### src/rtl/params_pkg.sv
package params_pkg;

  // Data path width of the core.
  localparam int XLEN = 32;

  // Access size of a load or store. Both directions share one encoding.
  typedef logic [1:0] mem_size_t;

  localparam mem_size_t MEM_NO_DMEM_WR = 2'b00;
  localparam mem_size_t MEM_BYTE_WR    = 2'b01;
  localparam mem_size_t MEM_HALF_WR    = 2'b10;
  localparam mem_size_t MEM_WORD_WR    = 2'b11;

  // Exception cause field of mcause without the interrupt bit.
  typedef logic [30:0] trap_code_t;

  localparam trap_code_t TRAP_CODE_LOAD_ADDR_MISALIGNED  = 31'd4;
  localparam trap_code_t TRAP_CODE_STORE_ADDR_MISALIGNED = 31'd6;

endpackage

### src/rtl/dmem_pkg.sv
package dmem_pkg;

  // Word-organized data RAM with four byte lanes per word.
  localparam int DMEM_WORDS  = 256;
  localparam int DMEM_IDX_W  = $clog2(DMEM_WORDS);
  localparam int DMEM_ADDR_W = DMEM_IDX_W + 2;

  typedef logic [DMEM_ADDR_W-1:0] dmem_addr_t;
  typedef logic [DMEM_IDX_W-1:0]  dmem_idx_t;

  // One enable bit per byte lane.
  typedef logic [3:0] dmem_mask_t;

endpackage

### src/rtl/dmem_if.sv
`timescale 1ns/1ns

interface dmem_if;
  import params_pkg::*;
  import dmem_pkg::*;

  // Write port, owned by the store side.
  logic            we;
  dmem_mask_t      wmask;
  dmem_idx_t       widx;
  logic [XLEN-1:0] wdata;

  // Read port, owned by the load side.
  logic            re;
  dmem_idx_t       ridx;
  logic [XLEN-1:0] rdata;

  modport store_mp (output we, output wmask, output widx, output wdata);

  modport load_mp (output re, output ridx, input rdata);

  modport ram_mp (
    input  we, input wmask, input widx, input wdata,
    input  re, input ridx, output rdata
  );

endinterface

### src/rtl/store_unit.sv
`timescale 1ns/1ns

module store_unit (
  input  logic                        en_i,
  input  params_pkg::mem_size_t       store_size_i,
  input  dmem_pkg::dmem_addr_t        addr_i,
  input  logic [params_pkg::XLEN-1:0] wdata_unformatted_i,
  output logic                        store_trap_o,
  output params_pkg::trap_code_t      trap_code_o,
  dmem_if.store_mp                    dmem
);
  import params_pkg::*;
  import dmem_pkg::*;

  logic [1:0]      lsb;
  logic            misaligned;
  dmem_mask_t      wmask;
  logic [XLEN-1:0] wdata_formatted;

  assign lsb = addr_i[1:0];

  // Halfwords need an even address, words a multiple of four.
  always_comb begin
    misaligned = 1'b0;
    if (en_i) begin
      case (store_size_i)
        MEM_HALF_WR: misaligned = lsb[0];
        MEM_WORD_WR: misaligned = |lsb;
        default:     misaligned = 1'b0;
      endcase
    end
  end

  // Move the store data onto the lanes it will occupy in the word.
  always_comb begin
    wmask           = '0;
    wdata_formatted = '0;
    if (en_i) begin
      case (store_size_i)
        MEM_WORD_WR: begin
          wmask           = 4'hf;
          wdata_formatted = wdata_unformatted_i;
        end
        MEM_HALF_WR: begin
          if (lsb[1]) begin
            wmask           = 4'hc;
            wdata_formatted = {wdata_unformatted_i[15:0], 16'd0};
          end else begin
            wmask           = 4'h3;
            wdata_formatted = {16'd0, wdata_unformatted_i[15:0]};
          end
        end
        MEM_BYTE_WR: begin
          wmask           = dmem_mask_t'(4'h1 << lsb);
          wdata_formatted = {4{wdata_unformatted_i[7:0]}};
        end
        default: begin
          wmask           = '0;
          wdata_formatted = '0;
        end
      endcase
    end
  end

  // A trapped store leaves the RAM untouched.
  assign dmem.wmask = misaligned ? '0 : wmask;
  assign dmem.we    = |dmem.wmask;
  assign dmem.wdata = wdata_formatted;
  assign dmem.widx  = addr_i[DMEM_ADDR_W-1:2];

  assign store_trap_o = misaligned;
  assign trap_code_o  = misaligned ? TRAP_CODE_STORE_ADDR_MISALIGNED : '0;

endmodule

### src/flat_wrapper.sv
// flat-port wrapper written by rule: the top's interface ports become plain ports
module store_unit_flat import params_pkg::*; import dmem_pkg::*;
  (en_i, store_size_i, addr_i, wdata_unformatted_i, store_trap_o, trap_code_o, dmem_we, dmem_wmask, dmem_widx, dmem_wdata);
  dmem_if dmem_i ();
  input  logic en_i;
  input  params_pkg::mem_size_t store_size_i;
  input  dmem_pkg::dmem_addr_t addr_i;
  input  logic [params_pkg::XLEN-1:0] wdata_unformatted_i;
  output logic store_trap_o;
  output params_pkg::trap_code_t trap_code_o;
  output wire logic [$bits(dmem_i.we)-1:0] dmem_we;
  output wire logic [$bits(dmem_i.wmask)-1:0] dmem_wmask;
  output wire logic [$bits(dmem_i.widx)-1:0] dmem_widx;
  output wire logic [$bits(dmem_i.wdata)-1:0] dmem_wdata;
  assign dmem_we = dmem_i.we;
  assign dmem_wmask = dmem_i.wmask;
  assign dmem_widx = dmem_i.widx;
  assign dmem_wdata = dmem_i.wdata;
  store_unit u_core (.en_i(en_i), .store_size_i(store_size_i), .addr_i(addr_i), .wdata_unformatted_i(wdata_unformatted_i), .store_trap_o(store_trap_o), .trap_code_o(trap_code_o), .dmem(dmem_i));
endmodule
### config.mk
export PLATFORM = sky130hd
export DESIGN_NAME = store_unit_flat
export DESIGN_NICKNAME = d
export VERILOG_FILES = /design/src/rtl/params_pkg.sv /design/src/rtl/dmem_pkg.sv /design/src/rtl/dmem_if.sv /design/src/rtl/store_unit.sv /design/src/flat_wrapper.sv
export SDC_FILE = /design/constraint.sdc
export NUM_CORES = 1
export LEC_CHECK = 0
export BUFFER_PORTS_ARGS = -buffer_cell sky130_fd_sc_hd__buf_2
export CORE_MARGIN = 5
export CORE_UTILIZATION = 30
export DETAILED_ROUTE_END_ITERATION = 12
export PLACE_DENSITY = 0.69
export SLEW_MARGIN = 30
export SYNTH_ARGS = -nofsm -noshare
export SYNTH_HDL_FRONTEND = slang
export SYNTH_SLANG_ARGS = --single-unit
### constraint.sdc
create_clock -name vclk -period 2.7
set_clock_uncertainty 0.2 [all_clocks]
set_input_delay 0.135 -clock vclk [all_inputs]
set_output_delay 0.135 -clock vclk [all_outputs]
set_load 0.02 [all_outputs]
Word-level counts from Yosys, hierarchy flattened
Index checks and enable logic that the tools add are counted.
- word-level logic and storage cells: 16
- bits in registers: 0
- input port bits: 45
- reduce and logical (&&, ||, !) cells: 2
- equal/unequal tests: 3
- shift-type cells: 1
- multiplexer cells: 10
- operators with widths (operator ; number):
    $pmux W32 S3 ; 1
    $mux W32 ; 2
    $mux W4 ; 3
    $pmux W4 S3 ; 1
    $eq A2 B2 Y1 const B ; 2
    $reduce_or A4 Y1 ; 1
    $shl A1 B2 Y4 const A ; 1
    $mux W3 ; 1
    $eq A2 B1 Y1 const B ; 1
    $pmux W1 S2 ; 1
    $reduce_or A2 Y1 ; 1
    $mux W1 ; 1

Logic depth before layout (Yosys ltp)
Gate-level depths: netlist of run 1.
- depth after elaboration: 5
- depth in mapped cells: 5
- mapped depth without buffers: 2

Least setup slack after synthesis of run 1
No wires, ideal clock.
- kind: input port to output port
- start point: input port store_size_i[1]
- end point: output port trap_code_o[1]
- stages: 5
- data arrival time: 1.077 ns
- path slack: 1.288 ns
- required time: 2.365 ns
- path through: buf_6 -> buf_2 -> nand2_1 -> nor2_1 -> buf_4
- word-level cells in the longest chain between the ends: 4
- elaborated cells on any way between the ends: 5
- ends and longest elaborated chain (what ; line ; source):
    start: declaration ; flat_wrapper.sv:6 ; input params_pkg::mem_size_t store_size_i;
    $eq A2 B2 Y1 ; store_unit.sv:26 ; case (store_size_i)
    $pmux W1 S2 (*) ; store_unit.sv:26 ;
    $mux W1 (*) ; store_unit.sv:25 ; if (en_i) begin
    net store_trap_o ; flat_wrapper.sv:9 ; output logic store_trap_o;
    $mux W3 (*) ; store_unit.sv:72 ; assign trap_code_o = misaligned ? TRAP_CODE_STORE_ADDR_MISALIGNED : '0;
    end: declaration ; flat_wrapper.sv:10 ; output params_pkg::trap_code_t trap_code_o;
Mark *: on every way through the listed nets, which the timed path passes. The rest lies on a longest branch.

Worst setup path in the final report of run 1
- start point: input port en_i
- end point: output port dmem_wdata[10]
- word-level cells in the longest chain between the ends: 1
- ends and longest elaborated chain (what ; line ; source):
    start: declaration ; flat_wrapper.sv:5 ; input logic en_i;
    $mux W32 ; store_unit.sv:38 ; if (en_i) begin
    end: declaration ; flat_wrapper.sv:14 ; output wire logic [$bits(dmem_i.wdata)-1:0] dmem_wdata;
No other way between the ends.

==> results.sh, run 1 <==
export IMPL_crit_type="in2out"
export IMPL_arrival_ns=1.55
export IMPL_finalSetupTns_ns=0
export IMPL_place_area_um2=1410
export IMPL_critPathRequiredTime_ns=2.37
export IMPL_finalWeightedCongestion=0.722
export IMPL_die_w_um=74.8
export IMPL_leakagePower_nw=0.803
export IMPL_cts_hold_buf=0
export IMPL_synth_area_um2=1260
export IMPL_ant_nets=0
export IMPL_port_buffers=77
export IMPL_yosys_area_top_type_share=0.262
export IMPL_seq_area_um2=0
export IMPL_worst_pin_slew_ns=0.584
export IMPL_p_seq_frac=0
export IMPL_cp_start_kind="input pin"
export IMPL_rows=23
export IMPL_fillerInstances=458
export IMPL_syn_mean_instance_area_um2=7.83
export IMPL_antenna_found_initial=0
export IMPL_powerDensity_nw_per_um2=187
export IMPL_overflow=0
export IMPL_dp_slack_ns=0.792
export IMPL_synth_area_leaders="buf_4, o41ai_2, a311oi_2"
export IMPL_vias=1270
export IMPL_timing_fmax_ghz=0.531
export IMPL_final_min_period_over_clock_period=0.697
export IMPL_cts_resized=0
export IMPL_min_from="addr_i[2]"
export IMPL_placed_cells=261
export IMPL_initial_core_util=0.313
export IMPL_synthDistinctLibCells=25
export IMPL_hold_path_class="in2out"
export IMPL_p_int_uw=84.1
export IMPL_dr_pass1_iters=4
export IMPL_crit_path_start="en_i"
export IMPL_hold_ws_ns=0.0700
export IMPL_coreArea_um2=4030
export IMPL_vias_per_cell=4.87
export IMPL_irDropWorstVdd_v=0.0000605
export IMPL_seq_cell_count=0
export IMPL_p_clk_frac=0
export IMPL_synth_top_area_cell="buf_4"
export IMPL_finalMaxSlewViolations=0
export IMPL_layout_drive_gt1_share=0.479
export IMPL_cp_end_kind="output pin"
export IMPL_layout_cells_most_common_list="buf_2, conb_1, a21oi_1, nand3b_1"
export IMPL_grt_pass1_vias=1085
export IMPL_combPwrFrac=1.000
export IMPL_relSlewSlack=0.610
export IMPL_p_total_uw=265
export IMPL_wl_um=3770
export IMPL_maxCapViolCount=0
export IMPL_drcViolationCount=0
export IMPL_final_net_count=258
export IMPL_grt_max_degree=31
export IMPL_fin_cells=261
export IMPL_outcome="finished, final reports clean"
export IMPL_drt_initial_drc_count=54
export IMPL_setup_slack_ns=0.817
export IMPL_routedWlPerCell_um=14.4
export IMPL_rsz0062_at_grt="false"
export IMPL_worst_path_max_fanout=30
export IMPL_dieArea_um2=5600
export IMPL_postCtsSetupBuffers=0
export IMPL_n_antenna_cell=0
export IMPL_finalCriticalPeriod_ns=1.88
export IMPL_yosysWarnings=0
export IMPL_synthCells=161
export IMPL_final_common_cell="buf_2"
export IMPL_gr_usage_all_layers=0.115
export IMPL_chipHeight_um=74.8
export IMPL_setup_viol=0
export IMPL_dpl_hpwl_um=3030
export IMPL_grt_pass1_wl_um=5330
export IMPL_boundaryPins=122
export IMPL_yosysSeqAreaShare=0
export IMPL_switchingPower_uw=180
export IMPL_area_growth_pct=11.9
export IMPL_utilization=0.350
export IMPL_final_area_um2=1410
export IMPL_clkbuf_count=0
export IMPL_hold_viol_final=0
export IMPL_switching_share=0.682
==> path summary, 6_finish.rpt <==
path | to | cells past startpoint
hold / removal | dmem_widx[0] | 0
setup / recovery | dmem_wdata[10] | 4
==> routing by layer <==
layer	part of all wire	vias up	wire (um)	track usage
li1	-	635	-	-
met1	0.40	564	1520	0.160
met2	0.47	67	1770	0.196
met3	0.12	4	446	0.0160
met4	0.0082	0	31	0.00988
met5	0	-	0	0
==> worst max-delay path, cell delays in order <==
cell and delay [ns]:
buf_2 0.44, inv_2 0.34, o41ai_2 0.39, buf_2 0.22
==> cell type report <==
class / instances / area, um^2 / share of cell area
inverter: 10 / 37.5 / 0.0266
multi-input combinational: 121 / 903 / 0.640
tap: 50 / 62.6 / 0.0443
timing repair buffer: 80 / 408 / 0.289
==> synth_stat cells (all sizes together) <==
| cell | number |
|---|---|
| o211ai | 8 |
| nand3b | 10 |
| a311oi | 8 |
| nand4 | 8 |
| o21ai | 1 |
| nor2b | 2 |
| o41ai | 8 |
| a211oi | 2 |
| nand2 | 9 |
| conb | 1 |
| inv | 10 |
| o22ai | 1 |
| o21ba | 1 |
| nor2 | 2 |
| buf | 58 |
| xnor2 | 1 |
| nor3 | 1 |
| a21oi | 10 |
| nand2b | 2 |
| o211a | 8 |
| nand4b | 10 |
==> kinds of logic after synthesis <==
family	count (synthesis)	share of synthesized area
AND/OR/NAND/NOR	44	0.237
buffers and inverters	68	0.367
other	1	0.00297
XOR/XNOR	1	0.00695
AO/OA/AOI/OAI	47	0.386
==> power groups by stage <==
stage               Sequential [mW]  Combinational (mW)  Clock [mW]
finish                            0               0.265           0
global placement                  0               0.263           0
CTS                               0               0.266           0
detailed placement                0               0.265           0
floorplan                         0               0.247           0
global route                      0               0.287           0
Note: power is estimated with default switching activity, not from simulation.
==> run 2, diff against run 1 <==
- ABC_AREA: not set -> 1
- PLACE_DENSITY: 0.69 -> 0.75
- clock period: 2.7 -> 1.9 ns (I/O delays scaled with it)
==> results.sh, run 2 <==
export IMPL_synth_most_common_cell="nor2_1"
export IMPL_overflow=0
export IMPL_grt_pass1_wl_um=6020
export IMPL_p_seq_frac=0
export IMPL_busiest_layer="met2"
export IMPL_syn_mean_instance_area_um2=4.80
export IMPL_use_met2=0.264
export IMPL_hold_viol_final=0
export IMPL_synthDistinctLibCells=15
export IMPL_setup_viol=0
export IMPL_synth_top_area_cell="buf_4"
export IMPL_crit_type="in2out"
export IMPL_finalMaxSlewViolations=0
export IMPL_worst_path_max_fanout=21
export IMPL_routedWlPerCell_um=11.3
export IMPL_yosysWarnings=0
export IMPL_finalWeightedCongestion=0.775
export IMPL_switching_share=0.696
export IMPL_gr_usage_met1=0.170
export IMPL_maxCapViolCount=0
export IMPL_synth_area_leaders="buf_4, nor2_1, nand2_1"
export IMPL_dieArea_um2=4770
export IMPL_chipHeight_um=69.1
export IMPL_finalSetupTns_ns=0
export IMPL_arrival_ns=1.23
export IMPL_placed_cells=324
export IMPL_grt_pass1_vias=1385
export IMPL_p_clk_frac=0
export IMPL_rows=21
export IMPL_yosys_area_top_type_share=0.301
export IMPL_layout_drive_gt1_share=0.301
export IMPL_seq_cell_count=0
export IMPL_initial_core_util=0.311
export IMPL_clkbuf_count=0
export IMPL_min_path_cells=4
export IMPL_cts_resized=0
export IMPL_fin_cells=332
export IMPL_irDropWorstVdd_v=0.0000971
export IMPL_seq_area_um2=0
export IMPL_grt_max_degree=22
export IMPL_gr_usage_all_layers=0.144
export IMPL_yosysSeqAreaShare=0
export IMPL_final_min_period_over_clock_period=0.803
export IMPL_hold_path_class="in2out"
export IMPL_drt_initial_drc_count=55
export IMPL_leakagePower_nw=0.935
export IMPL_combPwrFrac=1.000
export IMPL_switchingPower_uw=270
export IMPL_powerDensity_nw_per_um2=289
export IMPL_antenna_found_initial=0
export IMPL_utilization=0.400
export IMPL_boundaryPins=122
export IMPL_min_from="wdata_unformatted_i[4]"
export IMPL_drcViolationCount=0
export IMPL_ant_nets=0
export IMPL_vias_per_cell=4.33
export IMPL_area_growth_pct=28.6
export IMPL_met3_usage=0.0262
export IMPL_outcome="finished, final reports clean"
export IMPL_synth_common_cells="nor2_1, nand2_1, buf_4"
export IMPL_cp_end_kind="output pin"
export IMPL_layout_cells_most_common_list="buf_2, nor2_1, nand2_1"
export IMPL_fillerInstances=405
export IMPL_min_to="dmem_wdata[4]"
export IMPL_port_buffers=77
export IMPL_rsz0062_at_grt="false"
export IMPL_p_int_uw=118
export IMPL_n_antenna_cell=0
export IMPL_cp_start_kind="input pin"
export IMPL_dr_pass1_iters=4
export IMPL_vias=1436
export IMPL_wl_um=3760
export IMPL_coreArea_um2=3360
export IMPL_final_common_cell="buf_2"
export IMPL_die_w_um=69.1
export IMPL_timing_fmax_ghz=0.656
export IMPL_synthCells=218
export IMPL_final_net_count=333
export IMPL_finalCriticalPeriod_ns=1.53
export IMPL_critPathRequiredTime_ns=1.60
export IMPL_synth_area_um2=1050
export IMPL_dpl_hpwl_um=3070
[run 2: changes by cell type in the layout (fill, tap and decap cells not counted), sizes merged, moves of 7 or more]
cell / before / now
nor2: 2 / 60
dlygate4sd3: 0 / 8
o211a: 8 / 0
nand4: 8 / 0
o211ai: 8 / 0
nand3: 0 / 24
o41ai: 8 / 0
a311oi: 8 / 0
nand3b: 10 / 0
nand2: 9 / 57
inv: 10 / 17
nand4b: 10 / 0
[run 2: power by group through the flow]
stage | clock (mW) | sequential, mW | combinational, mW
after global placement | 0 | 0 | 0.359
final | 0 | 0 | 0.388
after CTS | 0 | 0 | 0.388
after detailed placement | 0 | 0 | 0.361
after floorplan | 0 | 0 | 0.319
after global routing | 0 | 0 | 0.427
[run 2: worst max path at each step]
stage / from / depth (start not counted) / to
after floorplan: store_size_i[0] / 7 / dmem_wdata[22]
after global placement: store_size_i[0] / 7 / dmem_wdata[18]
after detailed placement: store_size_i[1] / 6 / dmem_wdata[24]
after CTS: store_size_i[1] / 6 / dmem_wdata[24]
after global routing: store_size_i[1] / 7 / dmem_wdata[27]
final: store_size_i[1] / 6 / dmem_wdata[24]
[run 2: worst max-delay path, stage by stage]
cell	delay (ns)
buf_2	0.33
nand2_2	0.29
nor2_1	0.18
nor2_1	0.06
nor2_1	0.09
buf_2	0.17
[run 2: repair_timing]
item | in CTS | in global routing
hold buffers | 8 | 0
setup buffers | 0 | 0
hold endpoints to repair | 8 | 0
[run 2: logic make-up after synthesis]
group	after synthesis	synth area share
simple gates	141	0.544
other cells	1	0.00359
compound gates	10	0.0478
buf+inv	66	0.404
[run 2: layout make-up]
cell class         instances  area [um^2]  share of cell area
multi-input cells        180          728               0.541
repair buffers            89          495               0.368
inverters                 17         63.8              0.0474
well taps                 46         57.6              0.0428
[run 2: metrics by stage]
step,area (um^2),worst slack (ns),total power [mW],hold WS [ns]
after floorplan,1150,0.696,0.319,0.103
after global placement,1260,0.446,0.359,-0.00984
after detailed placement,1260,0.409,0.361,-0.00984
after CTS,1350,0.412,0.388,0.334
after global routing,1350,0.272,0.427,0.351
final,1350,0.375,0.388,0.329
[run 2: per-layer routing]
| metal | part of all wire | wire, um | vias up |
|---|---|---|---|
| met3 | 0.099 | 373 | 8 |
| met2 | 0.50 | 1890 | 99 |
| met1 | 0.38 | 1430 | 598 |
| met5 | 0 | 0 | - |
| met4 | 0.019 | 70 | 0 |
| li1 | - | - | 731 |
