File: config.mk
export PLATFORM = sky130hd
export DESIGN_NAME = load_unit_flat
export DESIGN_NICKNAME = d
export VERILOG_FILES = /design/src/rtl/params_pkg.sv /design/src/rtl/dmem_pkg.sv /design/src/rtl/dmem_if.sv /design/src/rtl/load_unit.sv /design/src/flat_wrapper.sv
export SDC_FILE = /design/constraint.sdc
export NUM_CORES = 1
export LEC_CHECK = 0
export ABC_AREA = 1
export BUFFER_PORTS_ARGS = -buffer_cell sky130_fd_sc_hd__buf_2
export CORE_UTILIZATION = 39
export CTS_BUF_LIST = sky130_fd_sc_hd__clkbuf_8
export DETAILED_ROUTE_END_ITERATION = 7
export GPL_TIMING_DRIVEN = 0
export PLACE_DENSITY = 0.81
export SYNTH_ARGS = -nofsm -noshare
export SYNTH_HDL_FRONTEND = slang
export SYNTH_SLANG_ARGS = --single-unit
File: constraint.sdc
create_clock -name clk_i -period 1.8 [get_ports clk_i]
set_input_delay 0.45 -clock clk_i [delete_from_list [all_inputs] [get_ports clk_i]]
set_output_delay 0.45 -clock clk_i [all_outputs]
set_load 0.02 [all_outputs]
File: src/rtl/params_pkg.sv
package params_pkg;

  // Data path width of the core.
  localparam int XLEN = 32;

  // Access size of a load or store. Both directions share one encoding.
  typedef logic [1:0] mem_size_t;

  localparam mem_size_t MEM_NO_DMEM_WR = 2'b00;
  localparam mem_size_t MEM_BYTE_WR    = 2'b01;
  localparam mem_size_t MEM_HALF_WR    = 2'b10;
  localparam mem_size_t MEM_WORD_WR    = 2'b11;

  // Exception cause field of mcause without the interrupt bit.
  typedef logic [30:0] trap_code_t;

  localparam trap_code_t TRAP_CODE_LOAD_ADDR_MISALIGNED  = 31'd4;
  localparam trap_code_t TRAP_CODE_STORE_ADDR_MISALIGNED = 31'd6;

endpackage

File: src/rtl/dmem_pkg.sv
package dmem_pkg;

  // Word-organized data RAM with four byte lanes per word.
  localparam int DMEM_WORDS  = 256;
  localparam int DMEM_IDX_W  = $clog2(DMEM_WORDS);
  localparam int DMEM_ADDR_W = DMEM_IDX_W + 2;

  typedef logic [DMEM_ADDR_W-1:0] dmem_addr_t;
  typedef logic [DMEM_IDX_W-1:0]  dmem_idx_t;

  // One enable bit per byte lane.
  typedef logic [3:0] dmem_mask_t;

endpackage

File: src/rtl/dmem_if.sv
`timescale 1ns/1ns

interface dmem_if;
  import params_pkg::*;
  import dmem_pkg::*;

  // Write port, owned by the store side.
  logic            we;
  dmem_mask_t      wmask;
  dmem_idx_t       widx;
  logic [XLEN-1:0] wdata;

  // Read port, owned by the load side.
  logic            re;
  dmem_idx_t       ridx;
  logic [XLEN-1:0] rdata;

  modport store_mp (output we, output wmask, output widx, output wdata);

  modport load_mp (output re, output ridx, input rdata);

  modport ram_mp (
    input  we, input wmask, input widx, input wdata,
    input  re, input ridx, output rdata
  );

endinterface

File: src/rtl/load_unit.sv
`timescale 1ns/1ns

module load_unit (
  input  logic                        clk_i,
  input  logic                        reset_i,
  input  logic                        en_i,
  input  params_pkg::mem_size_t       load_size_i,
  input  logic                        load_unsigned_i,
  input  dmem_pkg::dmem_addr_t        addr_i,
  output logic                        load_valid_o,
  output logic [params_pkg::XLEN-1:0] load_data_o,
  output logic                        load_trap_o,
  output params_pkg::trap_code_t      trap_code_o,
  dmem_if.load_mp                     dmem
);
  import params_pkg::*;
  import dmem_pkg::*;

  logic            misaligned;
  logic            valid_q;
  logic            trap_q;
  mem_size_t       size_q;
  logic            unsigned_q;
  logic [1:0]      lsb_q;
  logic [7:0]      byte_sel;
  logic [15:0]     half_sel;
  logic [XLEN-1:0] extracted;

  // Same alignment rule as for stores.
  always_comb begin
    misaligned = 1'b0;
    if (en_i) begin
      case (load_size_i)
        MEM_HALF_WR: misaligned = addr_i[0];
        MEM_WORD_WR: misaligned = |addr_i[1:0];
        default:     misaligned = 1'b0;
      endcase
    end
  end

  assign dmem.re   = en_i & ~misaligned;
  assign dmem.ridx = addr_i[DMEM_ADDR_W-1:2];

  always_ff @(posedge clk_i) begin
    if (reset_i) begin
      valid_q <= 1'b0;
      trap_q  <= 1'b0;
    end else begin
      valid_q <= en_i;
      trap_q  <= misaligned;
    end
  end

  // These only matter while valid_q is set.
  always_ff @(posedge clk_i) begin
    if (en_i) begin
      size_q     <= load_size_i;
      unsigned_q <= load_unsigned_i;
      lsb_q      <= addr_i[1:0];
    end
  end

  assign byte_sel = dmem.rdata[8*lsb_q +: 8];
  assign half_sel = lsb_q[1] ? dmem.rdata[31:16] : dmem.rdata[15:0];

  always_comb begin
    case (size_q)
      MEM_BYTE_WR: begin
        extracted = {{24{byte_sel[7] & ~unsigned_q}}, byte_sel};
      end
      MEM_HALF_WR: begin
        extracted = {{16{half_sel[15] & ~unsigned_q}}, half_sel};
      end
      MEM_WORD_WR: begin
        extracted = dmem.rdata;
      end
      default: begin
        extracted = '0;
      end
    endcase
  end

  // A trapped load still answers, but with zero data.
  assign load_valid_o = valid_q;
  assign load_trap_o  = trap_q;
  assign load_data_o  = (valid_q && !trap_q) ? extracted : '0;
  assign trap_code_o  = trap_q ? TRAP_CODE_LOAD_ADDR_MISALIGNED : '0;

endmodule

File: src/flat_wrapper.sv
// flat-port wrapper written by rule: the top's interface ports become plain ports
module load_unit_flat import params_pkg::*; import dmem_pkg::*;
  (clk_i, reset_i, en_i, load_size_i, load_unsigned_i, addr_i, load_valid_o, load_data_o, load_trap_o, trap_code_o, dmem_re, dmem_ridx, dmem_rdata);
  dmem_if dmem_i ();
  input  logic clk_i;
  input  logic reset_i;
  input  logic en_i;
  input  params_pkg::mem_size_t load_size_i;
  input  logic load_unsigned_i;
  input  dmem_pkg::dmem_addr_t addr_i;
  output logic load_valid_o;
  output logic [params_pkg::XLEN-1:0] load_data_o;
  output logic load_trap_o;
  output params_pkg::trap_code_t trap_code_o;
  output wire logic [$bits(dmem_i.re)-1:0] dmem_re;
  output wire logic [$bits(dmem_i.ridx)-1:0] dmem_ridx;
  input wire logic [$bits(dmem_i.rdata)-1:0] dmem_rdata;
  assign dmem_re = dmem_i.re;
  assign dmem_ridx = dmem_i.ridx;
  assign dmem_i.rdata = dmem_rdata;
  load_unit u_core (.clk_i(clk_i), .reset_i(reset_i), .en_i(en_i), .load_size_i(load_size_i), .load_unsigned_i(load_unsigned_i), .addr_i(addr_i), .load_valid_o(load_valid_o), .load_data_o(load_data_o), .load_trap_o(load_trap_o), .trap_code_o(trap_code_o), .dmem(dmem_i));
endmodule
* Word level (Yosys, flattened, before mapping) *
Cells that the tools add are included.

word-level totals
  register bits = 7
  bits in latches = 0
  bits in writable memories = 0
  memory bits (read-only) = 0
  bits of input ports = 48
  output and inout port bits = 74
  logic and storage cells = 25
  memories = 0

operators by class
  $add $sub $neg = 0
  multipliers = 0
  divide/modulo/power cells = 0
  $lt $le $gt $ge = 0
  eq/ne operators = 5
  shift operators = 1
  muxes and demuxes = 6
  bitwise logic cells = 5
  reductions and logical operators = 3

operators with widths
  operator            number
  $pmux 32 s3         1
  $mux 32             1
  $shiftx 32x6->8     1
  $mux 16             1
  $eq 2x2->1 const B  4
  $and 1x1->1         3
  $mux 3              1
  $eq 2x1->1 const B  1
  $not 1->1           2
  $pmux 1 s2          1
  $reduce_or 2->1     1
  $logic_and 1x1->1   1
  $logic_not 1->1     1
  $mux 1              1

* Depth between registers and ports, before layout *
Gate-level depths: netlist (run 1).

  word-level depth = 5
  mapped depth = 8
  depth with buffers taken out = 7

* Worst setup path before layout (run 1) *
No wires, ideal clock.

  path kind = register -> output
  start point = register u_core.size_q[0]
  end point = output load_data_o[22] (netlist name)
  arrival time = 1.488 ns
  data required time = 1.350 ns
  setup slack = -0.138 ns
  cell stages (with the launch flop) = 7
  cell sequence = edfxtp_1 > nor2_2 > nand3_4 > buf_6 > nand2_1 > inv_1 > a21oi_1

on the way
  longest elaborated chain between the ends = 3

ends and longest elaborated chain
  item                                             line                text
  start: declaration                               load_unit.sv:22     mem_size_t size_q;
  start signal: assignment                         load_unit.sv:57     size_q <= load_size_i;
  $eq 2x2->1 / $eq 2x1->1 (equally long branches)  load_unit.sv:67     case (size_q)
  $pmux 32 s3 *                                    load_unit.sv:67
  $mux 32 *                                        load_unit.sv:86     assign load_data_o = (valid_q && !trap_q) ? extracted : '0;
  end: declaration                                 flat_wrapper.sv:12  output logic [params_pkg::XLEN-1:0] load_data_o;

Every way passes the cells marked *; elsewhere a longest branch is shown, timed or not.

* Worst setup path in the final report (run 1) *
  start point = register u_core.lsb_q[1]
  end point = output load_data_o[20] (netlist name)

on the way
  longest elaborated chain between the ends = 4

ends and longest elaborated chain
  item                                               line                              text
  start: declaration                                 load_unit.sv:24                   logic [1:0] lsb_q;
  start signal: assignment                           load_unit.sv:59                   lsb_q <= addr_i[1:0];
  $shiftx 32x6->8 / $mux 16 (equally long branches)  load_unit.sv:63, load_unit.sv:64
  $and 1x1->1 (on tied branches)                     load_unit.sv:69, load_unit.sv:72
  $pmux 32 s3 *                                      load_unit.sv:67
  $mux 32 *                                          load_unit.sv:86

Marks and branches as above.

==> reports/summary.md, run 1 <==
Summed over all layers, the routed wires come to 5160 um. After detailed routing, the number of remaining DRC violations is 0. The effective utilization at floorplan was 42.1%. For the number of violations of the max-capacitance limit, the log shows 0. Most repeated library cell on the critical path: sky130_fd_sc_hd__nand2_4. The detailed-route wire length per cell was 11.6 um; the total number of yosys warnings was 0.

After synthesis, the cell types taking the most area are sky130_fd_sc_hd__buf_4 21%, sky130_fd_sc_hd__nand2_1 18%, sky130_fd_sc_hd__inv_1 11%, sky130_fd_sc_hd__a21oi_1 11%, sky130_fd_sc_hd__edfxtp_1 10%. Post-layout net count: 448. The logs give 0 for the number of diodes added for antenna fixing and 0 for the remaining global-route overflow. The first global-routing pass estimated 7760 um of wire. The worst setup path is of the reg -> out kind. The tools report the peak supply drop as 476 uV. For this run, the detailed router's first-pass iteration total came to 5. The share of layout cells above drive strength 1 was 52.1%. The total area inside the core boundary comes to 3470 sq um. The detailed router placed 2089 vias in this run. Family with the most delay on the worst path: flip-flops.

The tools report the CTS buffer count as 3. For the setup-violating endpoint count in the final report, the log shows 32. Static timing analysis puts the maximum clock frequency at 464 MHz. Per-cell via count in the routed design: 4.69.

The checks that failed: negative setup slack. The post-route fraction of the period consumed by the critical path is 120%, and the count of input and output buffers is 83. The signal on the critical path passes through o21ai_2 > nand2_2 > nand2_4 > nand2_4 > buf_12 > a21oi_2 > buf_4. In the global route stage, overall resource usage came out at 24.5%. The run gives 1460 sq um as the mapped cell area.

The die covers 4000 sq um. Post-synthesis cell type count: 25. The logs give 0 for the count of antenna-violating nets left after detailed routing and 0 for the initial antenna violation count. Including well taps, the total number of placed cells is 421.

The worst relative slew slack is 62.1%. Routability-driven placement finished with a final weighted congestion of 0.904. In this run, synthesis produced a sequential element count of 7. The first routing iteration left 195 violations. The signed area change from the synthesized netlist to the final layout is 81.0%. The synthesized area per cell works out to 5.56 sq um.

Counting along the longest clock path gives a buffer depth of 2. The data arrival time at the worst-slack endpoint was 1710 ps; the utilization after layout was 76.3%. Worst endpoint required time: 1350 ps. For the number of failing hold endpoints at the final stage, the log shows 0. The clock-pin slew reported for the worst setup and hold paths after clock tree synthesis came out at 40 ps. The count of clock tree sinks came out at 7. Slew at the pin with the worst max-slew slack: 568 ps. Tracing the worst setup path back leads to its startpoint at u_core.lsb_q[1].

The top cell type by area accounts for 20.5% of the synthesized area. The total power consumption of the routed design is 1.12 mW, and the power density normalized to cell area is 423 nW/um^2. Entering global routing, the biggest net connects 11 pins. The run finished, with violations left. The total negative setup slack is -9950 ps. Among all stages on the critical path, the largest delay is contributed by sky130_fd_sc_hd__edfxtp_1. For this run, the number of standard cells in the final layout without fillers is 445.

In this run the vertical extent of the chip is 63.2 um. Summed over all instances, the cell type with the most area after synthesis is sky130_fd_sc_hd__buf_4. The sequential-to-total area share from yosys stat came out at 13.0%. The category of the worst setup path launch point was a flip-flop. The smallest setup slack after layout came out at -356 ps. The tools report the worst setup path endpoint as load_data_o[20]. The post-placement cell area came out at 2080 sq um. The max-slew violation count is 0. The run gives 3260 um as the final HPWL from detailed placement. The final hold slack was 393 ps. For this design the top-level I/O count stands at 122. The critical path contains buffers and inverters numbering 2 combined. TritonCTS built the clock tree. The min-delay analysis places its worst path in the category in -> reg. Setup repair after global routing could not meet its margin everywhere.

The run gives 1860 as the number of global-route vias before repair. The type of destination of the critical path was an output pin. The run gives -285 ps as the minimum setup slack after placement.

After floorplanning, the core was divided into 21 placement rows. The number of stages on the worst setup path was 7; the overall die width was 63.2 um. The cell count after synthesis came out at 263. The hold buffer count at CTS came out at 0. Biggest cell delay along the critical path: 490 ps. The tools report the final instance area as 2650 sq um. Cell chosen for the clock root: sky130_fd_sc_hd__clkbuf_8. The depth of the CTS H-tree is 1. The static leakage is 1.53 nW, and the shortest period the worst path allows is 2160 ps.

For the count of fill cells added during filler insertion, the log shows 264. Maximum fanout along the worst path: 10.
cell type report:
type | instances | area (sq um) | share of cell area (%)
multi-input cells | 190 | 1050 | 39.8
flip-flops and latches | 7 | 190 | 7.19
clock buffers | 3 | 41.3 | 1.56
repair buffers | 103 | 699 | 26.4
inverters | 45 | 174 | 6.58
well taps | 46 | 57.6 | 2.18
plain buffers | 50 | 427 | 16.1
clock inverters | 1 | 3.75 | 0.142
sequential cells by signal, indices dropped and copies added, names as in the netlist:
| register | cells |
|---|---|
| u_core.lsb_q | 2 |
| u_core.size_q | 2 |
| u_core.load_trap_o | 1 |
| u_core.load_valid_o | 1 |
| u_core.unsigned_q | 1 |
layout by cell type (no fill, tap or decap):
master and count:
sky130_fd_sc_hd__nor2_1 24, sky130_fd_sc_hd__dfxtp_1 2, sky130_fd_sc_hd__clkbuf_2 1, sky130_fd_sc_hd__a21oi_2 18
sky130_fd_sc_hd__buf_6 19, sky130_fd_sc_hd__o21ai_0 1, sky130_fd_sc_hd__clkbuf_8 4, sky130_fd_sc_hd__buf_4 75
sky130_fd_sc_hd__buf_2 52, sky130_fd_sc_hd__inv_1 42, sky130_fd_sc_hd__nand2_4 5, sky130_fd_sc_hd__edfxtp_1 5
sky130_fd_sc_hd__o21ai_1 14, sky130_fd_sc_hd__clkinv_4 1, sky130_fd_sc_hd__inv_2 3, sky130_fd_sc_hd__conb_1 30
sky130_fd_sc_hd__buf_8 2, sky130_fd_sc_hd__clkdlybuf4s15_2 1, sky130_fd_sc_hd__buf_12 1, sky130_fd_sc_hd__nand3_4 2
sky130_fd_sc_hd__o21ai_2 6, sky130_fd_sc_hd__o21ai_4 3, sky130_fd_sc_hd__nand2_2 10, sky130_fd_sc_hd__a21oi_1 12
sky130_fd_sc_hd__a21o_1 1, sky130_fd_sc_hd__dlygate4sd1_1 1, sky130_fd_sc_hd__and3_1 1, sky130_fd_sc_hd__nor2_4 3
sky130_fd_sc_hd__nand2_1 57, sky130_fd_sc_hd__a22oi_1 1, sky130_fd_sc_hd__a21oi_4 2
kinds of logic (layout without fill, tap and decap cells):
kind of cell           after synthesis  count (layout)  synth area share [%]
AO/OA/AOI/OAI                       58              58                  20.2
flip-flops                           7               7                  13.0
buffers and inverters               95             202                  37.6
AND/OR/NAND/NOR                    102             102                  28.9
other                                1              30                 0.257
synthesized netlist by cell type:
library cell / n
sky130_fd_sc_hd__clkinv_1: 1
sky130_fd_sc_hd__nor2_1: 25
sky130_fd_sc_hd__a21o_1: 1
sky130_fd_sc_hd__nand2_1: 69
sky130_fd_sc_hd__nor2_4: 1
sky130_fd_sc_hd__dlygate4sd1_1: 2
sky130_fd_sc_hd__nor2_2: 1
sky130_fd_sc_hd__dfxtp_1: 2
sky130_fd_sc_hd__and3_1: 1
sky130_fd_sc_hd__conb_1: 1
sky130_fd_sc_hd__nand3_1: 1
sky130_fd_sc_hd__clkbuf_1: 2
sky130_fd_sc_hd__a22oi_1: 1
sky130_fd_sc_hd__o21ai_1: 1
sky130_fd_sc_hd__o21ai_0: 23
sky130_fd_sc_hd__buf_4: 40
sky130_fd_sc_hd__inv_1: 43
sky130_fd_sc_hd__nand2_4: 1
sky130_fd_sc_hd__buf_6: 4
sky130_fd_sc_hd__buf_2: 2
sky130_fd_sc_hd__a21oi_1: 32
sky130_fd_sc_hd__nand2_2: 2
sky130_fd_sc_hd__nand3_4: 1
sky130_fd_sc_hd__edfxtp_1: 5
sky130_fd_sc_hd__inv_2: 1
report_power, final:
| group | switching (mW) | total [mW] | internal, mW |
|---|---|---|---|
| sequential | 0.0101 | 0.196 | 0.186 |
| combinational | 0.407 | 0.711 | 0.304 |
| clock | 0.0642 | 0.211 | 0.147 |
| total | 0.481 | 1.12 | 0.637 |
what timing repair did:
| item | 4_1_cts | 5_1_grt |
|---|---|---|
| gates resized for setup | 110 | 26 |
| pin swaps | 12 | 17 |
| endpoints found under the hold margin | 0 | 0 |
| buffers inserted | 13 | 3 |
| gates cloned | 3 | 1 |
| endpoints found under the setup margin | 32 | 32 |
how the worst min path moves through the flow:
| stage | startpoint | end | cells past startpoint |
|---|---|---|---|
| floorplan | reset_i | u_core.load_valid_o | 1 |
| global placement | reset_i | u_core.load_valid_o | 2 |
| detailed placement | reset_i | u_core.load_valid_o | 2 |
| global route | reset_i | u_core.load_valid_o | 2 |
| CTS | reset_i | u_core.load_valid_o | 2 |
| finish | reset_i | u_core.load_valid_o | 2 |
layer usage:
layer  vias up  wire length [um]  global-route usage [%]
met5         -                 0                       0
met4         0               180                    12.8
met3        23               458                    4.53
met2       133              2720                    46.8
met1       922              1810                    24.8
li1       1011                 -                       -
Note: power is estimated with default switching activity, not from simulation.
==> run 2, diff against run 1 <==
--- a/config.mk
+++ b/config.mk
@@ -7,6 +7,7 @@
 export LEC_CHECK = 0
 export ABC_AREA = 1
 export BUFFER_PORTS_ARGS = -buffer_cell sky130_fd_sc_hd__buf_2
+export CORE_MARGIN = 2
 export CORE_UTILIZATION = 39
 export CTS_BUF_LIST = sky130_fd_sc_hd__clkbuf_8
 export DETAILED_ROUTE_END_ITERATION = 7
==> run 2 against run 1 <==
Net effect: the run still ends with negative setup slack left; utilization decreased by 2.9 points; non-clock buffer count fell by 5; critical path depth is 2 higher; die area increased by 6.4%; sequential cell count unchanged; routed wire length grew 3.9%; total power is 0.34% lower; critical path type unchanged; largest cell class unchanged; largest power group unchanged.
==> reports/summary.md, run 2 (synthesized netlist as in run 1, its figures left out) <==
The worst relative slew slack came out at 59.2% (-2.9 points). The endpoint of the worst hold-timing path is u_core.unsigned_q. The shortest period the worst path allows is 2190 ps (+37.0 ps).

The slew at the pin with the worst max-slew slack is 611 ps (+43.1 ps). The tools report the remaining global-route overflow as 0 (unchanged). The y dimension of the die works out to 65.2 um (+3.2%). The run gives -393 ps (-37.0 ps) as the smallest setup slack after layout. The per-cell via count in the routed design is 4.61 (-1.8%), and the depth of the CTS H-tree is 1 (unchanged). For the count of clock tree sinks, the log shows 7 (unchanged). Traced cell by cell, the critical path runs through inv_2 > nand2_2 > nor2_4 > nand2_2 > nand2_4 > nand2_8 > buf_8 > a21oi_2 > buf_6. The count of antenna-violating nets left after detailed routing is 0 (unchanged). The run gives 21.9% (-2.6 points) as the all-layer global routing usage. STA classifies the critical path endpoint as an output pin.

Global-route wire length before repair: 7470 um (-3.7%). TritonCTS built the clock tree. The depth of the worst hold-timing path was 1 (-1); the data arrival time at the worst-slack endpoint was 1740 ps (+30 ps). Number of global-route vias before repair: 1843 (-0.91%). Post-route fraction of the period consumed by the critical path: 122% (+2.1 points). The tools report the total power consumption of the routed design as 1.11 mW (-0.34%).

The share of layout cells above drive strength 1 came out at 51.3% (-0.86 points). The initial antenna violation count is 0 (unchanged). The final reports fail on negative setup slack. The start-to-end type of the worst setup path is reg -> out. The flow ran to the end, but the final reports show violations. The detailed-route wire length per cell came out at 12.1 um (+4.6%). The number of diodes added for antenna fixing is 0 (unchanged). The count of input and output buffers is 83 (unchanged), and the area occupied by multi-input gates is 1070 sq um (+2.0%). The post-layout net count is 443 (-1.1%), and the overall via count from detail_route is 2037 (-2.5%).

In this run the most critical hold path is launched from load_unsigned_i. The logs give 3410 um (+4.6%) for the final HPWL from detailed placement and 0 (unchanged) for the number of violations of the max-capacitance limit. The logs give 5370 um (+3.9%) for the detailed-route wire length and 0.833 (-7.9%) for the weighted congestion reported at the end of routability-driven placement. Total die area: 4250 sq um (+6.4%).

The first-pass detailed-route iteration total was 4 (-1); the footprint of the flip-flops and latches was 190 sq um (unchanged). The power density normalized to cell area came out at 418 nW/um^2 (-1.1%). Library cell contributing the largest single delay on the critical path: sky130_fd_sc_hd__edfxtp_1.

The final instance area is 2670 sq um (+0.80%), and the number of placed I/O pins is 122 (unchanged). The DRC violation count after routing was 0 (unchanged); the clock-pin slew reported for the worst setup and hold paths after clock tree synthesis was 40 ps (about the same). The tools report the number of DRC violations after detailed-routing iteration 0 as 99 (-49%). The post-placement cell area came out at 2080 sq um (+0.12%).

The tools report the peak supply drop as 482 uV (+1.2%). The biggest cell delay along the critical path was 450 ps (-40 ps); the largest buffer count on any clock path was 2 (unchanged). The path class of the tightest hold or removal check is in -> reg. Maximum fanout along the worst path: 7 (-3). For the total negative setup slack, the log shows -10790 ps (-837 ps). For the maximum number of pins on one net before global-route repair, the log shows 11 (unchanged).

The most repeated library cell on the critical path was sky130_fd_sc_hd__nand2_2. The static leakage is 1.51 nW (-1.4%). The area inside the core boundary is 3630 sq um (+4.8%). Leaving out fill and tap cells, the most frequent cell in the layout is sky130_fd_sc_hd__buf_4. The tools report the setup-violating endpoint count in the final report as 32 (unchanged). Leaving out fill and tap cells, the most frequent cells in the layout are 66 x sky130_fd_sc_hd__buf_4, 62 x sky130_fd_sc_hd__nand2_1, 54 x sky130_fd_sc_hd__buf_2, 41 x sky130_fd_sc_hd__inv_1, 30 x sky130_fd_sc_hd__conb_1. The count of fill cells added during filler insertion was 303 (+15%); the overall die width was 65.2 um (+3.2%). Setup repair after global routing could not meet its margin everywhere. The run gives 3 (unchanged) as the CTS buffer count. The logs give 40.2% (-1.9 points) for the effective utilization at floorplan and 0 (unchanged) for the number of failing hold endpoints at the final stage. Fmax: 456 MHz (-1.7%).

The max-slew violation count was 0 (unchanged); the hold buffer count at CTS was 0 (unchanged). The tree is rooted in a sky130_fd_sc_hd__clkbuf_8. The worst endpoint required time is 1350 ps (about the same), and the count of standard-cell rows is 22 (+4.8%). STA classifies the critical path startpoint as a flip-flop.

The signed area change from the synthesized netlist to the final layout is 82.4%, and the minimum setup slack after placement is -307 ps (-22.3 ps). The largest registers in the layout are u_core.lsb_q (2), u_core.size_q (2).
[run 2: report_power, final]
group | total (mW) | internal [mW] | switching, mW
Combinational | 0.704 | 0.295 | 0.409
Sequential | 0.198 | 0.186 | 0.0121
Clock | 0.212 | 0.147 | 0.0651
Total | 1.11 | 0.628 | 0.486
[run 2: repair_timing]
item | CTS | global route
resized for setup | 76 | 54
pin swaps | 8 | 22
setup endpoints to repair | 32 | 32
gates cloned | 2 | 3
setup buffers | 9 | 1
[run 2: per-stage QoR]
| step | utilization [%] | std cells | hold slack [ps] |
|---|---|---|---|
| finish | 73.4 | 442 | 398 |
| global route | 73.4 | 442 | 394 |
| CTS | 66.8 | 438 | 395 |
| detailed placement | 57.3 | 423 | 630 |
| global placement | 57.3 | 423 | 616 |
| floorplan | - | 292 | 530 |
[run 2: worst max-delay path: cells and delay by family, from the launching register on]
family | cells | cell delay (ps)
simple gates | 5 | 490
flops | 1 | 450
buf+inv | 3 | 420
compound gates | 1 | 160
[run 2: per-layer routing]
metal / part of all wire, % / track usage (%) / vias to the layer above
li1: - / - / 1004
met5: 0 / 0 / -
met1: 37 / 23.7 / 917
met3: 7.7 / 3.77 / 14
met4: 2.6 / 9.90 / 0
met2: 53 / 41.1 / 102
[run 2: final cells by class]
| type | instances | area share [%] |
|---|---|---|
| Multi-Input combinational cell | 190 | 40.3 |
| Timing Repair Buffer | 98 | 26.7 |
| Buffer | 50 | 15.4 |
| Sequential cell | 7 | 7.13 |
| Inverter | 45 | 6.52 |
| Tap cell | 48 | 2.25 |
| Clock buffer | 3 | 1.55 |
| Clock inverter | 1 | 0.141 |
[run 2: how the worst max path moves through the flow]
stage	startpoint	endpoint	cells after the start
after global routing	u_core.size_q[0]	load_data_o[14]	6
final	u_core.size_q[1]	load_data_o[13]	9
after CTS	u_core.lsb_q[1]	load_data_o[11]	9
after global placement	u_core.size_q[0]	load_data_o[15]	6
after floorplan	u_core.size_q[1]	load_data_o[11]	8
after detailed placement	u_core.size_q[0]	load_data_o[30]	7
==> run 3, diff against run 2 <==
==> constraint.sdc (replaced) <==
create_clock -name clk_i -period 1.8 [get_ports clk_i]
set_input_delay 0.27 -clock clk_i [delete_from_list [all_inputs] [get_ports clk_i]]
set_output_delay 0.27 -clock clk_i [all_outputs]
set_load 0.02 [all_outputs]
==> run 3 against run 2 <==
Net effect: the flow still finishes with violations (negative setup slack); via count grew 1.4%; utilization grew 1.2 points; first-iteration DRC count grew 22%; clock-buffer cell count is the same; maximum frequency grew 9.0%; sequential share of layout area shrank 0.12 points; critical path depth is the same; global-route usage grew 1.2 points; final cell count grew 0.90%; worst hold slack lost 190 ps; non-clock buffer count grew 4.
==> reports/summary.md, run 3 (synthesized netlist as in run 1, its figures left out) <==
The flow ran to the end, but the final reports show violations. The checks that failed: negative setup slack. The run gives 3370 um (-1.2%) as the final HPWL from detailed placement.

Cell chosen for the clock root: sky130_fd_sc_hd__clkbuf_8. The power density normalized to cell area is 418 nW/um^2 (about the same), and the effective utilization at floorplan is 40.2% (unchanged). For the overall via count from detail_route, the log shows 2066 (+1.4%). The clock-pin slew reported for the worst setup and hold paths after clock tree synthesis is 40 ps (about the same). The worst min-delay path category was in -> reg. The worst endpoint required time came out at 1530 ps (+180 ps). The overall die width works out to 65.2 um (unchanged). The first-pass detailed-route iteration total came out at 5 (+1). Compared with the post-synthesis result, the final layout area differs by 85.5%. The run gives 0 (unchanged) as the count of antenna-violating nets left after detailed routing. Setup repair after global routing could not meet its margin everywhere. The tools report the weighted congestion reported at the end of routability-driven placement as 0.836 (+0.40%). The post-route fraction of the period consumed by the critical path works out to 112% (-10 points). The global-route wire length before repair is 7960 um (+6.6%).

Initial antenna violation count: 0 (unchanged). The hold buffer count at CTS was 0 (unchanged); the biggest cell delay along the critical path was 440 ps (about the same). The logs give 5370 um (+0.13%) for the detailed-route wire length and 447 (+0.90%) for the post-layout net count. In this design, the critical path's most frequently occurring cell is sky130_fd_sc_hd__nand2_4. Startpoint of the worst hold path: reset_i. The run gives 1740 ps (about the same) as the data arrival time at the worst-slack endpoint.

The number of failing hold endpoints at the final stage was 0 (unchanged). The top cell types in the final layout, fill and taps aside, are 65 x sky130_fd_sc_hd__buf_4, 59 x sky130_fd_sc_hd__nand2_1, 52 x sky130_fd_sc_hd__buf_2, 43 x sky130_fd_sc_hd__inv_1. The largest registers in the layout are u_core.lsb_q (2), u_core.size_q (2).

The total negative setup slack was -4620 ps (+6170 ps). The worst setup path is launched from a flip-flop. Type of destination of the critical path: an output pin.

The peak supply drop was 494 uV (+2.5%); the number of global-route vias before repair was 1947 (+5.6%). The largest buffer count on any clock path was 2 (unchanged); the maximum number of pins on one net before global-route repair was 11 (unchanged). The total die area was 4250 sq um (unchanged); the fmax was 497 MHz (+9.0%). The library cell used most frequently in the layout, excluding fill and tap cells, is sky130_fd_sc_hd__buf_4. The logs give 121 (+22%) for the number of DRC violations after detailed-routing iteration 0 and 3630 sq um (unchanged) for the area inside the core boundary. The shortest period the worst path allows was 2010 ps (-181 ps); the count of clock tree sinks was 7 (unchanged). The detailed-route wire length per cell works out to 12.0 um (-0.77%).

The per-cell via count in the routed design was 4.63 (+0.51%). The logs give 0 (unchanged) for the max-slew violation count and 22 (unchanged) for the count of standard-cell rows. The count of input and output buffers came out at 83 (unchanged).

TritonCTS built the clock tree. Traced cell by cell, the critical path runs through inv_2 > nand2_4 > nor2_2 > nand2_1 > nand2_2 > nand2_4 > buf_6 > a21oi_2 > buf_4. The logs give 1.54 nW (+2.0%) for the static leakage and 122 (unchanged) for the number of placed I/O pins. The maximum fanout along the worst path works out to 6 (-1).

The critical path starts at u_core.size_q[1]. The critical path is of the reg -> out type. The share of layout cells above drive strength 1 came out at 53.0% (+1.7 points). The smallest setup slack after layout came out at -211 ps (+181 ps). Library cell contributing the largest single delay on the critical path: sky130_fd_sc_hd__edfxtp_1.

The all-layer global routing usage is 23.1% (+1.2 points), and the depth of the CTS H-tree is 1 (unchanged). The number of violations of the max-capacitance limit was 0 (unchanged). The utilization after layout is 74.6% (+1.2 points), and the remaining global-route overflow is 0 (unchanged). CTS buffer count: 3 (unchanged). For the DRC violation count after routing, the log shows 0 (unchanged).

The setup-violating endpoint count in the final report is 32 (unchanged). The depth of the worst hold-timing path is 2 (+1), and the y dimension of the die is 65.2 um (unchanged). For the number of diodes added for antenna fixing, the log shows 0 (unchanged). The tools report the endpoint of the worst hold-timing path as u_core.load_valid_o.
==> run 3: final cells by class <==
class                   instances  area (sq um)
flip-flops and latches          7           190
clock inverters                 1          3.75
repair buffers                103           746
inverters                      45           174
multi-input cells             190          1110
plain buffers                  49           389
fillers                       293           922
clock buffers                   3          41.3
well taps                      48          60.1
==> run 3: power by group <==
group	switching, mW	total (mW)	internal [mW]
Sequential	0.0112	0.197	0.186
Clock	0.0658	0.213	0.147
Combinational	0.419	0.722	0.304
==> run 3: per-layer routing <==
layer  vias to the layer above  share of wire (%)  routed length [um]  GRT usage (%)
met5                         -                  0                   0              0
met2                       131                 54                2890           45.4
met3                        13                9.4                 506           3.25
met1                       914                 35                1860           23.6
met4                         0                2.0                 110           11.2
li1                       1008                  -                   -              -
==> run 3: worst max-delay path, delay by kind of cell, from the launching register on <==
kind,cells,cell delay (ps)
buffers and inverters,3,460
and+or+nand+nor,5,470
DFF,1,440
AOI/OAI and AO/OA,1,150
==> run 3: repair_timing <==
item | 4_1_cts | 5_1_grt
pin swaps | 16 | 11
buffers inserted | 12 | 3
endpoints found under the setup margin | 32 | 32
gates resized for setup | 103 | 54
gates cloned | 5 | 0
==> run 3: worst max path at each step <==
stage,cells after the start,slack [ps],end
2_1_floorplan,6,40,load_data_o[22]
3_3_place_gp,6,-80,load_data_o[15]
3_5_place_dp,6,-120,load_data_o[15]
4_1_cts,9,-140,load_data_o[27]
5_1_grt,9,-250,load_data_o[24]
6_report,9,-210,load_data_o[24]
==> run 3: stage by stage <==
stage	power (mW)	worst slack, ps	hold slack [ps]	area [sq um]	instances
floorplan	0.574	42.0	350	1570	292
global placement	0.700	-78.1	437	2050	423
detailed placement	0.708	-117	437	2050	423
CTS	1.04	-138	201	2460	444
global route	1.20	-253	208	2710	446
finish	1.13	-211	204	2710	446
